===== src/source/proto_pkg.sv =====
// Command protocol definitions: frame characters, commands, FSM states, memory size
package proto_pkg;

  // --------------------
  // Frame characters
  // --------------------

  localparam logic [7:0] CH_START = 8'h3A;  // ':'
  localparam logic [7:0] CH_END   = 8'h0D;  // CR
  localparam logic [7:0] CH_WRITE = 8'h31;  // '1'
  localparam logic [7:0] CH_READ  = 8'h32;  // '2'

  // Register memory geometry
  localparam int MEM_DEPTH = 16;
  localparam int ADDR_BITS = 4;

  // --------------------
  // Enums
  // --------------------

  typedef enum logic {
    CMD_WRITE,
    CMD_READ
  } cmd_e;

  // Receive side, one step per received byte
  typedef enum logic [2:0] {
    IDLE,      // Hunting for ':'
    GET_CMD,
    GET_ADDR,
    GET_HI,    // Write only
    GET_LO,    // Write only
    GET_END    // Expect CR
  } parse_state_e;

  // Reply side, one step per sent byte
  typedef enum logic [2:0] {
    R_IDLE,
    R_START,
    R_HI,
    R_LO,
    R_END
  } resp_state_e;

endpackage


===== src/source/uart_pkg.sv =====
// UART line timing, shared by the serial receiver and transmitter
package uart_pkg;

  // --------------------
  // Bit timing
  // --------------------

  // Clock cycles per serial bit, small value for simulation
  // A board build sets this from clock / baud rate
  localparam logic [15:0] CLKS_PER_BIT = 16'd16;

  // Sampling point inside a bit
  localparam logic [15:0] HALF_BIT = CLKS_PER_BIT >> 1;

  // --------------------
  // Frame format
  // --------------------

  localparam int DATA_BITS = 8;  // 8N1, no parity

endpackage


===== src/source/cmd_parser.sv =====
// Frame parser, decodes write and read commands and sequences the read reply
`timescale 1ns/100ps

module cmd_parser
  import proto_pkg::*;
(
  input  logic                 clk,
  input  logic                 reset,
  input  logic [7:0]           rx_data,
  input  logic                 rx_valid,
  input  logic [7:0]           mem_rdata,
  output logic [ADDR_BITS-1:0] mem_addr,
  output logic [7:0]           mem_wdata,
  output logic                 mem_we,
  output logic [7:0]           tx_data,
  output logic                 tx_start,
  input  logic                 tx_ready
);

  parse_state_e    state;
  resp_state_e     resp_state;
  cmd_e            cmd;
  logic [3:0]      addr;
  logic [3:0]      data_hi;
  logic [3:0]      data_lo;
  logic [7:0]      rd_byte;    // Byte being replied
  logic            hex_ok;
  logic [3:0]      nib;
  logic            frame_end;  // Valid CR in GET_END

  // ASCII hex digit to {valid, nibble}, either case
  function automatic logic [4:0] hex_to_nib(input logic [7:0] c);
    logic [7:0] d;
    d = 8'h00;
    if (c >= 8'h30 && c <= 8'h39) begin
      d = c - 8'h30;
      return {1'b1, d[3:0]};
    end
    if (c >= 8'h41 && c <= 8'h46) begin
      d = c - 8'h37;  // 'A' -> 10
      return {1'b1, d[3:0]};
    end
    if (c >= 8'h61 && c <= 8'h66) begin
      d = c - 8'h57;  // 'a' -> 10
      return {1'b1, d[3:0]};
    end
    return {1'b0, d[3:0]};
  endfunction

  // Nibble to uppercase ASCII
  function automatic logic [7:0] nib_to_ascii(input logic [3:0] n);
    return (n < 4'd10) ? (8'h30 + {4'h0, n}) : (8'h37 + {4'h0, n});
  endfunction

  assign {hex_ok, nib} = hex_to_nib(rx_data);
  assign frame_end     = rx_valid && state == GET_END && rx_data == CH_END;

  // --------------------
  // Receive FSM
  // --------------------

  always_ff @(posedge clk) begin
    if (reset) begin
      state  <= IDLE;
      cmd    <= CMD_WRITE;
      mem_we <= 1'b0;
    end else begin
      mem_we <= frame_end && cmd == CMD_WRITE;  // One-cycle pulse
      if (rx_valid) begin
        if (rx_data == CH_START) begin
          state <= GET_CMD;  // Colon restarts from anywhere
        end else begin
          case (state)
            GET_CMD: begin
              if (rx_data == CH_WRITE) begin
                cmd   <= CMD_WRITE;
                state <= GET_ADDR;
              end else if (rx_data == CH_READ) begin
                cmd   <= CMD_READ;
                state <= GET_ADDR;
              end else begin
                state <= IDLE;  // Unknown command
              end
            end
            GET_ADDR: begin
              if (!hex_ok)
                state <= IDLE;
              else
                state <= (cmd == CMD_WRITE) ? GET_HI : GET_END;  // Read has no data
            end
            GET_HI:  state <= hex_ok ? GET_LO : IDLE;
            GET_LO:  state <= hex_ok ? GET_END : IDLE;
            default: state <= IDLE;  // IDLE waits, GET_END always finishes
          endcase
        end
      end
    end
  end

  // Field capture, nibbles kept in place
  always_ff @(posedge clk) begin
    if (rx_valid && hex_ok) begin
      case (state)
        GET_ADDR: addr    <= nib;
        GET_HI:   data_hi <= nib;
        GET_LO:   data_lo <= nib;
        default:  ;
      endcase
    end
  end

  assign mem_addr  = addr;
  assign mem_wdata = {data_hi, data_lo};

  // --------------------
  // Reply sequencer
  // --------------------

  always_ff @(posedge clk) begin
    if (reset) begin
      resp_state <= R_IDLE;
    end else if (resp_state == R_IDLE) begin
      if (frame_end && cmd == CMD_READ)
        resp_state <= R_START;  // Reads during a reply are dropped
    end else if (tx_start) begin
      case (resp_state)
        R_START: resp_state <= R_HI;
        R_HI:    resp_state <= R_LO;
        R_LO:    resp_state <= R_END;
        default: resp_state <= R_IDLE;
      endcase
    end
  end

  always_ff @(posedge clk) begin
    if (resp_state == R_IDLE && frame_end && cmd == CMD_READ)
      rd_byte <= mem_rdata;
  end

  // Transmitter is the only back-pressure
  assign tx_start = tx_ready && resp_state != R_IDLE;

  always_comb begin
    case (resp_state)
      R_HI:    tx_data = nib_to_ascii(rd_byte[7:4]);
      R_LO:    tx_data = nib_to_ascii(rd_byte[3:0]);
      R_END:   tx_data = CH_END;
      default: tx_data = CH_START;
    endcase
  end

endmodule


===== src/source/proto_top.sv =====
// Serial command port top, UART in and out around the parser and register memory
`timescale 1ns/100ps

module proto_top (
  input  logic       clk,
  input  logic       reset,
  input  logic       rx,
  output logic       tx,
  output logic [3:0] leds
);

  logic [7:0] rx_data;
  logic       rx_valid;
  logic [3:0] mem_addr;
  logic [7:0] mem_wdata;
  logic [7:0] mem_rdata;
  logic       mem_we;
  logic [7:0] tx_data;
  logic       tx_start;
  logic       tx_ready;

  uart_rx rx_i (.clk, .reset, .rx, .rx_data, .rx_valid);

  cmd_parser parser_i (
    .clk, .reset, .rx_data, .rx_valid, .mem_rdata,
    .mem_addr, .mem_wdata, .mem_we, .tx_data, .tx_start, .tx_ready
  );

  reg_mem mem_i (.clk, .reset, .mem_we, .mem_addr, .mem_wdata, .mem_rdata);

  uart_tx tx_i (.clk, .reset, .tx_start, .tx_data, .tx, .tx_ready);

  // Low nibble of every received byte
  always_ff @(posedge clk) begin
    if (reset)
      leds <= '0;
    else if (rx_valid)
      leds <= rx_data[3:0];
  end

endmodule


===== src/source/reg_mem.sv =====
// Register memory, 16 bytes, synchronous write and combinational read
`timescale 1ns/100ps

module reg_mem
  import proto_pkg::*;
(
  input  logic                 clk,
  input  logic                 reset,
  input  logic                 mem_we,
  input  logic [ADDR_BITS-1:0] mem_addr,
  input  logic [7:0]           mem_wdata,
  output logic [7:0]           mem_rdata
);

  logic [7:0] mem [MEM_DEPTH];

  always_ff @(posedge clk) begin
    if (reset) begin
      for (int i = 0; i < MEM_DEPTH; i++)
        mem[i] <= '0;  // Known contents after reset
    end else if (mem_we) begin
      mem[mem_addr] <= mem_wdata;
    end
  end

  assign mem_rdata = mem[mem_addr];  // No read latency

endmodule


===== src/source/uart_rx.sv =====
// Serial receiver, samples each bit at mid-bit and strobes out one byte per frame
`timescale 1ns/100ps

module uart_rx
  import uart_pkg::*;
(
  input  logic                 clk,
  input  logic                 reset,
  input  logic                 rx,
  output logic [DATA_BITS-1:0] rx_data,
  output logic                 rx_valid
);

  logic                 rx_meta;  // First sync stage
  logic                 rx_s;     // Synchronized line
  logic                 rx_prev;  // For edge detect
  logic                 busy;
  logic [15:0]          cnt;      // Cycles to next sample point
  logic [3:0]           bit_idx;  // 0 start, 1..8 data, 9 stop
  logic [DATA_BITS-1:0] shift;

  // --------------------
  // Input synchronizer
  // --------------------

  always_ff @(posedge clk) begin
    if (reset) begin
      rx_meta <= 1'b1;  // Line idles high
      rx_s    <= 1'b1;
      rx_prev <= 1'b1;
    end else begin
      rx_meta <= rx;
      rx_s    <= rx_meta;
      rx_prev <= rx_s;
    end
  end

  // --------------------
  // Bit sequencing
  // --------------------

  always_ff @(posedge clk) begin
    if (reset) begin
      busy     <= 1'b0;
      cnt      <= '0;
      bit_idx  <= '0;
      rx_valid <= 1'b0;
    end else begin
      rx_valid <= 1'b0;
      if (!busy) begin
        if (rx_prev && !rx_s) begin  // Falling edge, start bit
          busy    <= 1'b1;
          cnt     <= HALF_BIT - 16'd1;
          bit_idx <= '0;
        end
      end else if (cnt != '0) begin
        cnt <= cnt - 16'd1;
      end else begin
        cnt     <= CLKS_PER_BIT - 16'd1;
        bit_idx <= bit_idx + 4'd1;
        if (bit_idx == '0) begin
          busy <= ~rx_s;  // High at mid start bit, a glitch, drop it
        end else if (bit_idx == 4'(DATA_BITS + 1)) begin
          busy     <= 1'b0;
          rx_valid <= rx_s;  // Framing error gives no strobe
        end
      end
    end
  end

  // Data bits arrive LSB first, shift in from the top
  always_ff @(posedge clk) begin
    if (busy && cnt == '0) begin
      if (bit_idx != '0 && bit_idx != 4'(DATA_BITS + 1))
        shift <= {rx_s, shift[DATA_BITS-1:1]};
      if (bit_idx == 4'(DATA_BITS + 1) && rx_s)
        rx_data <= shift;  // Held until next good frame
    end
  end

endmodule


===== src/source/uart_tx.sv =====
// Serial transmitter, sends one 8N1 frame per start strobe and shows a ready level
`timescale 1ns/100ps

module uart_tx
  import uart_pkg::*;
(
  input  logic                 clk,
  input  logic                 reset,
  input  logic                 tx_start,
  input  logic [DATA_BITS-1:0] tx_data,
  output logic                 tx,
  output logic                 tx_ready
);

  logic [DATA_BITS+1:0] frame;    // Stop, data, start; bit 0 is on the line
  logic [15:0]          cnt;      // Cycles left in current bit
  logic [3:0]           bit_cnt;  // Bits already finished

  assign tx = frame[0];

  // --------------------
  // Shift control
  // --------------------

  always_ff @(posedge clk) begin
    if (reset) begin
      frame    <= '1;  // Idle line high
      cnt      <= '0;
      bit_cnt  <= '0;
      tx_ready <= 1'b1;
    end else if (tx_ready) begin
      if (tx_start) begin
        frame    <= {1'b1, tx_data, 1'b0};
        cnt      <= CLKS_PER_BIT - 16'd1;
        bit_cnt  <= '0;
        tx_ready <= 1'b0;
      end
    end else if (cnt != '0) begin
      cnt <= cnt - 16'd1;
    end else if (bit_cnt == 4'(DATA_BITS + 1)) begin
      // Stop bit done, frame already shifted back to all ones
      tx_ready <= 1'b1;
    end else begin
      frame   <= {1'b1, frame[DATA_BITS+1:1]};  // Fill with idle level
      cnt     <= CLKS_PER_BIT - 16'd1;
      bit_cnt <= bit_cnt + 4'd1;
    end
  end

endmodule


===== config.mk =====
export PLATFORM = sky130hd
export DESIGN_NAME = proto_top
export DESIGN_NICKNAME = d
export VERILOG_FILES = /design/src/source/proto_pkg.sv /design/src/source/uart_pkg.sv /design/src/source/cmd_parser.sv /design/src/source/proto_top.sv /design/src/source/reg_mem.sv /design/src/source/uart_rx.sv /design/src/source/uart_tx.sv
export SDC_FILE = /design/constraint.sdc
export NUM_CORES = 1
export LEC_CHECK = 0
export ABC_AREA = 1
export BUFFER_PORTS_ARGS = -buffer_cell sky130_fd_sc_hd__clkbuf_2
export CORE_MARGIN = 3
export CORE_UTILIZATION = 40
export DETAILED_ROUTE_END_ITERATION = 16
export HOLD_SLACK_MARGIN = 0.02
export PLACE_DENSITY_LB_ADDON = 0.3
export SLEW_MARGIN = 20
export SYNTH_ARGS = -nofsm -noshare
export SYNTH_HDL_FRONTEND = slang
export SYNTH_SLANG_ARGS = --single-unit

===== constraint.sdc =====
create_clock -name clk -period 2.2 [get_ports clk]
set_input_delay 0.44 -clock clk [delete_from_list [all_inputs] [get_ports clk]]
set_output_delay 0.44 -clock clk [all_outputs]
set_load 0.005 [all_outputs]

Yosys cells after proc, flatten, opt, wreduce, memory -nomap -nowiden. Memory sizes are Yosys's and may differ from the RTL's. A register that Yosys moved wholly into a read port is not among the register bits. Cells that the tools add are included.

Latch bits: 0. Memory bits (read-only): 0. Output and inout port bits: 5. Memories: 1. Bits in writable memories: 128. Logic and storage cells: 173. Bits of input ports: 3. Flip-flop bits (word level): 96.

Shift operators: 0. Magnitude comparators: 8. Muxes and demuxes: 67. Eq/ne operators: 22. Multiply operators: 0. Reductions and logical operators: 38. Bitwise operators: 5. $add $sub $neg: 11. Div/mod/pow operators: 0.

Memory list: mem_i.mem (words 16, width 8, read ports 1, clocked after memory_dff 1, write ports 16, line reg_mem.sv:15) `logic [7:0] mem [MEM_DEPTH];`.

Operators by type and width (number): $mux 16 (7); $mux 4 (11); $mux 10 (4); $reduce_bool 16->1 (2); $sub 16x1->16 const B (2); $mux 5 (6); $add 6x4->7 const A (4); $mux 3 (9); $eq 8x6->1 const B (3); $mux 8 (3); $pmux 8 s3 (1); $mux 1 (23); $ge 8x7->1 const B (2); $le 8x7->1 const B (2); $logic_not 16->1 (1); $reduce_and 2->1 (8); $logic_and 1x1->1 (15); $eq 3x2->1 const B (4); $pmux 3 s4 (1); $eq 3x3->1 const B (3); $pmux 3 s3 (1); $add 4x1->4 const B (2); $eq 4x4->1 const B (2); $eq 8x4->1 const B (1); other kinds (22) (34).

Depth between registers and ports, before layout.
Word-level depth: 12. Depth in mapped cells: 12. Mapped depth without buffers: 12.

Hierarchy. Synthesis repeated with hierarchy kept, for this count alone.

Cells, all modules: 1388. Area, all modules: 11513.5 um^2.

Modules (own cells, without submodules): reg_mem (times used 1, sequential area each 3843.7 um^2, cells each 705, area an instance 6062.1 um^2); uart_rx (times used 1, sequential area each 980.9 um^2, cells each 224, area an instance 1898.1 um^2); uart_tx (times used 1, sequential area each 600.6 um^2, cells each 248, area an instance 1730.4 um^2); cmd_parser (times used 1, sequential area each 760.7 um^2, cells each 185, area an instance 1650.3 um^2); proto_top (times used 1, sequential area each 80.1 um^2, cells each 26, area an instance 172.7 um^2).

Least setup slack after synthesis. No wires, ideal clock.

Path type: register -> register. From: register rx_i.rx_data[1]. To: register parser_i.data_lo[0], enable pin. Stages on the path, launching flop included: 9. Path buffers: 0. Required time: 1.823 ns. Arrival: 1.736 ns. Slack: 0.087 ns. Cell sequence: edfxtp_1 inv_1 ha_1 nand2_1 o21ai_0 nand3_1 nand2_1 nand2_1 nor4_1.

Word-level cells in the longest chain between the ends: 10. Elaborated cells on any way between the ends: 22. Those cells by class: order compare: 6; mux: 11; reduce/logical: 5.

RTL lines: from (decl) (line uart_rx.sv:10) `output logic [DATA_BITS-1:0] rx_data,`; from (signal assigned) (line uart_rx.sv:77) `rx_data <= shift;`; $ge 8x7->1 / $le 8x7->1 (equally long branches) (line cmd_parser.sv:43) `if (c >= 8'h61 && c <= 8'h66) begin`; $logic_and 1x1->1 (line cmd_parser.sv:43); $mux 1 (2 in a row) (line cmd_parser.sv:43); $mux 1 (line cmd_parser.sv:39) `if (c >= 8'h41 && c <= 8'h46) begin`; $mux 5 (line cmd_parser.sv:47) `return {1'b0, d[3:0]};`; $mux 5 (line cmd_parser.sv:43); $mux 5 (*) (line cmd_parser.sv:39); $logic_and 1x1->1 (*) (line cmd_parser.sv:102) `if (rx_valid && hex_ok) begin`; $reduce_and 2->1 (no source line) (*); to (signal assigned) (line cmd_parser.sv:106) `GET_LO: data_lo <= nib;`; to (decl) (line cmd_parser.sv:25) `logic [3:0] data_lo;`.

Mark *: on every way between the ends. The rest lies on a longest branch, timed or not. The select of a mux whose other input is x is not followed. A chain may end at the register's enable or synchronous reset.

Final worst setup path.
From: register rx_i.rx_data[1]. To: register parser_i.data_hi[1], enable pin.

Word-level cells in the longest chain between the ends: 10. Elaborated cells on any way between the ends: 22. Those cells by class: order compare: 6; mux: 11; reduce/logical: 5.

RTL lines: $ge 8x7->1 / $le 8x7->1 (equally long branches) (line cmd_parser.sv:43); $logic_and 1x1->1 (line cmd_parser.sv:43); $mux 1 (2 in a row) (line cmd_parser.sv:43); $mux 1 (line cmd_parser.sv:39); $mux 5 (line cmd_parser.sv:47); $mux 5 (line cmd_parser.sv:43); $mux 5 (*) (line cmd_parser.sv:39); $logic_and 1x1->1 (*) (line cmd_parser.sv:102); $reduce_and 2->1 (no source line) (*); to (signal assigned) (line cmd_parser.sv:105) `GET_HI: data_hi <= nib;`; to (decl) (line cmd_parser.sv:24) `logic [3:0] data_hi;`.

Marks and branches as above.

==> results.sh <==
export IMPL_drtIter0Drc=800
export IMPL_p_leak_uw=0.00456
export IMPL_syn_nets=1156
export IMPL_r2r_end="parser_i.data_hi[1]"
export IMPL_placed_area_sq_um=11200
export IMPL_cp_data_arrival_time_ns=2.31
export IMPL_power_density_nw_per_um2=870
export IMPL_die_x_microns=169
export IMPL_die_area_sq_um=28500
export IMPL_synth_edff_count=164
export IMPL_tns_ns=0
export IMPL_rrSetupSlack_ns=0.14
export IMPL_grt_pass1_vias=7595
export IMPL_power_frac_comb=0.129
export IMPL_synthToLayoutAreaGrowth_pct=13.0
export IMPL_period_share=0.937
export IMPL_synth_cell_type_count=40
export IMPL_antenna_diode_count=0
export IMPL_reg2regPathDepth=9
export IMPL_cts_buffers=25
export IMPL_timing_hold_ws_ns=0.0929
export IMPL_wire_per_inst_microns=16.4
export IMPL_grt_pass1_wl_microns=39900
export IMPL_fmax_mhz=485
export IMPL_cts_sinks=231
export IMPL_setup_viol=0
export IMPL_cp_endpoint="parser_i.data_hi[1]"
export IMPL_synthArstFlopShare=0
export IMPL_synth_area_per_cell_sq_um=9.30
export IMPL_syn_area_sq_um=10600
export IMPL_path_max_fanout=5
export IMPL_drv_slew=0
export IMPL_yosys_register_bits=231
export IMPL_coreArea_sq_um=25600
export IMPL_synth_seq_area_share=0.592
export IMPL_status="finished clean"
export IMPL_hold_path_class="in2reg"
export IMPL_vias=8115
export IMPL_internal_power_uw=7650
export IMPL_tightest_slew_ns=0.822
export IMPL_r2r_start="rx_i.rx_data[1]"
export IMPL_nNetsFinal=1183
export IMPL_dp_hpwl_microns=16800
export IMPL_hold_violations=0
export IMPL_nFillCells=2410
export IMPL_synth_ff_type="edfxtp_1"
export IMPL_htree_levels=1
export IMPL_fp_dieH_microns=169
export IMPL_cts_tree="done"
export IMPL_pwr_share_clk=0.388
export IMPL_routed_via_density=5.37
export IMPL_io_pins=8
export IMPL_routabilityCongestion=0.888
export IMPL_postLayoutCellArea_sq_um=12000
export IMPL_holdBufCountCts=0
export IMPL_clk_latency_ns=0.53
export IMPL_cts_resized=0
export IMPL_clkTransAtPathRegs_ns=0.06
export IMPL_cp_startpoint="rx_i.rx_data[1]"
export IMPL_path_cells="inv_2 > ha_2 > nand2_1 > o21ai_0 > nand3_1 > nand2_2 > nand2_1 > nor4_2 > buf_4"
export IMPL_max_cap_viol_count=0
export IMPL_dr_pass1_iters=5
export IMPL_grtUsageTotal=0.171
export IMPL_cp_end_kind="flip-flop"
export IMPL_slew_headroom=0.451
export IMPL_seq_power_share=0.483
export IMPL_switching_share=0.265
export IMPL_initial_core_util=0.413
export IMPL_wirelength_microns=24800
export IMPL_ant_nets=0
export IMPL_skew_ns=0.0135
export IMPL_power_switching_uw=2770
export IMPL_crit_path_max_incr_delay_ns=0.44
export IMPL_cts_root_buf="clkbuf_16"
export IMPL_cts_setup_buffers=0
export IMPL_antenna_found_initial=0
export IMPL_crit_path_frequent_cell="nand2_1"
export IMPL_portBuffers=7
export IMPL_slowest_stage="edfxtp_1"
export IMPL_required_ns=2.45
export IMPL_grt_ovfl_total=0
export IMPL_rows=58
export IMPL_yosysWarnings=0
export IMPL_ir_worst_vdd_v=0.000512
export IMPL_regArea_sq_um=6270
export IMPL_multi_input_area_sq_um=3800
export IMPL_crit_type="reg2reg"
export IMPL_drive_gt1_frac=0.111
export IMPL_period_needed_ns=2.06
export IMPL_drc=0
export IMPL_grt_max_degree=49
export IMPL_clockBufferDepth=3
export IMPL_syn_inst=1138
export IMPL_startpoint_type="flip-flop"
[worst max-delay path, delay by kind of cell (launching register included)]
kind / cells / cell delay (ns)
compound gates: 1 / 0.15
fa+ha+maj: 1 / 0.22
buf+inv: 2 / 0.29
flops: 1 / 0.44
simple gates: 5 / 0.69
[state kept, by name, summed over array words and instances, names as in the netlist]
name / flops
parser_i.resp_state: 3
parser_i.mem_we: 1
tx_i.bit_cnt: 4
rx_i.rx_meta: 1
parser_i.data_lo: 4
tx_i.frame: 9
mem_i.mem: 128
tx_i.tx_ready: 1
parser_i.cmd: 1
rx_i.rx_s: 1
rx_i.rx_prev: 1
parser_i.state: 3
parser_i.rd_byte: 8
rx_i.rx_valid: 1
rx_i.cnt: 16
parser_i.mem_addr: 4
leds: 4
rx_i.busy: 1
rx_i.bit_idx: 4
parser_i.data_hi: 4
rx_i.shift: 8
tx_i.cnt: 16
rx_i.rx_data: 8
[cell type report]
class	instances	area share
Sequential cell	231	0.523
Multi-Input combinational cell	768	0.318
Clock buffer	29	0.0535
Tap cell	330	0.0345
Timing Repair Buffer	48	0.0307
Inverter	91	0.0288
Clock inverter	13	0.0113
[routing by layer]
layer  share of wire  GRT usage
met3           0.059     0.0252
met5               0          0
met2            0.46      0.278
met1            0.47      0.245
met4           0.019     0.0406
[how the worst min path moves through the flow]
stage,from,to,slack [ns],cells after the start
2_1_floorplan,rx_i.rx_meta,rx_i.rx_s,0.39,1
3_3_place_gp,rx_i.rx_meta,rx_i.rx_s,0.40,1
3_5_place_dp,rx_i.rx_meta,rx_i.rx_s,0.40,1
4_1_cts,rx,rx_i.rx_meta,0.07,2
5_1_grt,rx,rx_i.rx_meta,0.09,2
6_report,rx,rx_i.rx_meta,0.09,2
[synth_stat cells, types with 2 or more instances]
| master | count | area, sq um |
|---|---|---|
| nor2_1 | 198 | 743 |
| nand2_1 | 191 | 717 |
| edfxtp_1 | 164 | 4920 |
| nand3_1 | 145 | 726 |
| inv_1 | 85 | 319 |
| dfxtp_1 | 67 | 1340 |
| a21oi_1 | 52 | 260 |
| clkbuf_1 | 36 | 135 |
| o21ai_0 | 36 | 180 |
| a22oi_1 | 32 | 240 |
| nand4_1 | 21 | 131 |
| ha_1 | 15 | 188 |
| a31oi_1 | 10 | 62.6 |
| buf_2 | 9 | 45.0 |
| nand2_2 | 9 | 56.3 |
| o211ai_1 | 7 | 52.6 |
| nor2_2 | 6 | 37.5 |
| nor3_1 | 5 | 25.0 |
| or2_2 | 5 | 31.3 |
| xor2_1 | 5 | 43.8 |
| inv_2 | 4 | 15.0 |
| nand3b_1 | 4 | 30.0 |
| nor4_1 | 4 | 25.0 |
| a21oi_2 | 3 | 26.3 |
| nor2_4 | 3 | 33.8 |
| and3_1 | 2 | 12.5 |
| buf_6 | 2 | 22.5 |
| clkinv_1 | 2 | 7.51 |
| nand2_4 | 2 | 22.5 |
| nor3_2 | 2 | 20.0 |
| o22ai_1 | 2 | 12.5 |
| xnor2_1 | 2 | 17.5 |
[stage by stage]
| step | std cells | power [uW] | utilization | worst slack (ns) |
|---|---|---|---|---|
| after global routing | 1510 | 10900 | 0.467 | -0.00919 |
| after CTS | 1510 | 10500 | 0.466 | 0.0143 |
| final | 1510 | 10400 | 0.467 | 0.138 |
| after floorplan | 1138 | 6180 | - | 0.0868 |
| after global placement | 1468 | 6450 | 0.436 | 0.0846 |
| after detailed placement | 1468 | 6460 | 0.436 | 0.0455 |
[power groups by stage]
| stage | Combinational, uW | Clock, uW | Sequential, uW |
|---|---|---|---|
| global route | 1550 | 4280 | 5060 |
| floorplan | 1110 | 0 | 5070 |
| global placement | 1320 | 0 | 5120 |
| detailed placement | 1340 | 0 | 5120 |
| CTS | 1350 | 4110 | 5030 |
| finish | 1340 | 4040 | 5030 |
[cell families after synthesis]
| family | share of synthesized area |
|---|---|
| AO/OA/AOI/OAI | 0.0831 |
| XOR/XNOR | 0.00579 |
| adder cells (fa/ha/maj) | 0.0177 |
| buffers and inverters | 0.0521 |
| flip-flops | 0.592 |
| AND/OR/NAND/NOR | 0.250 |
[cell usage in the layout (no fill, tap or decap), types with 10 or more instances in the layout]
master / synthesis / routed
o21ai_0: 36 / 36
a31oi_1: 10 / 10
nor2_1: 198 / 195
clkbuf_16: 0 / 25
nand3_1: 145 / 145
a22oi_1: 32 / 32
nand2_1: 191 / 190
nand4_1: 21 / 21
edfxtp_1: 164 / 164
inv_1: 85 / 83
a21oi_1: 52 / 52
nand2_2: 9 / 10
dfxtp_1: 67 / 67
ha_1: 15 / 14
buf_4: 1 / 39
No activity file was read; power rests on OpenSTA's default activity.
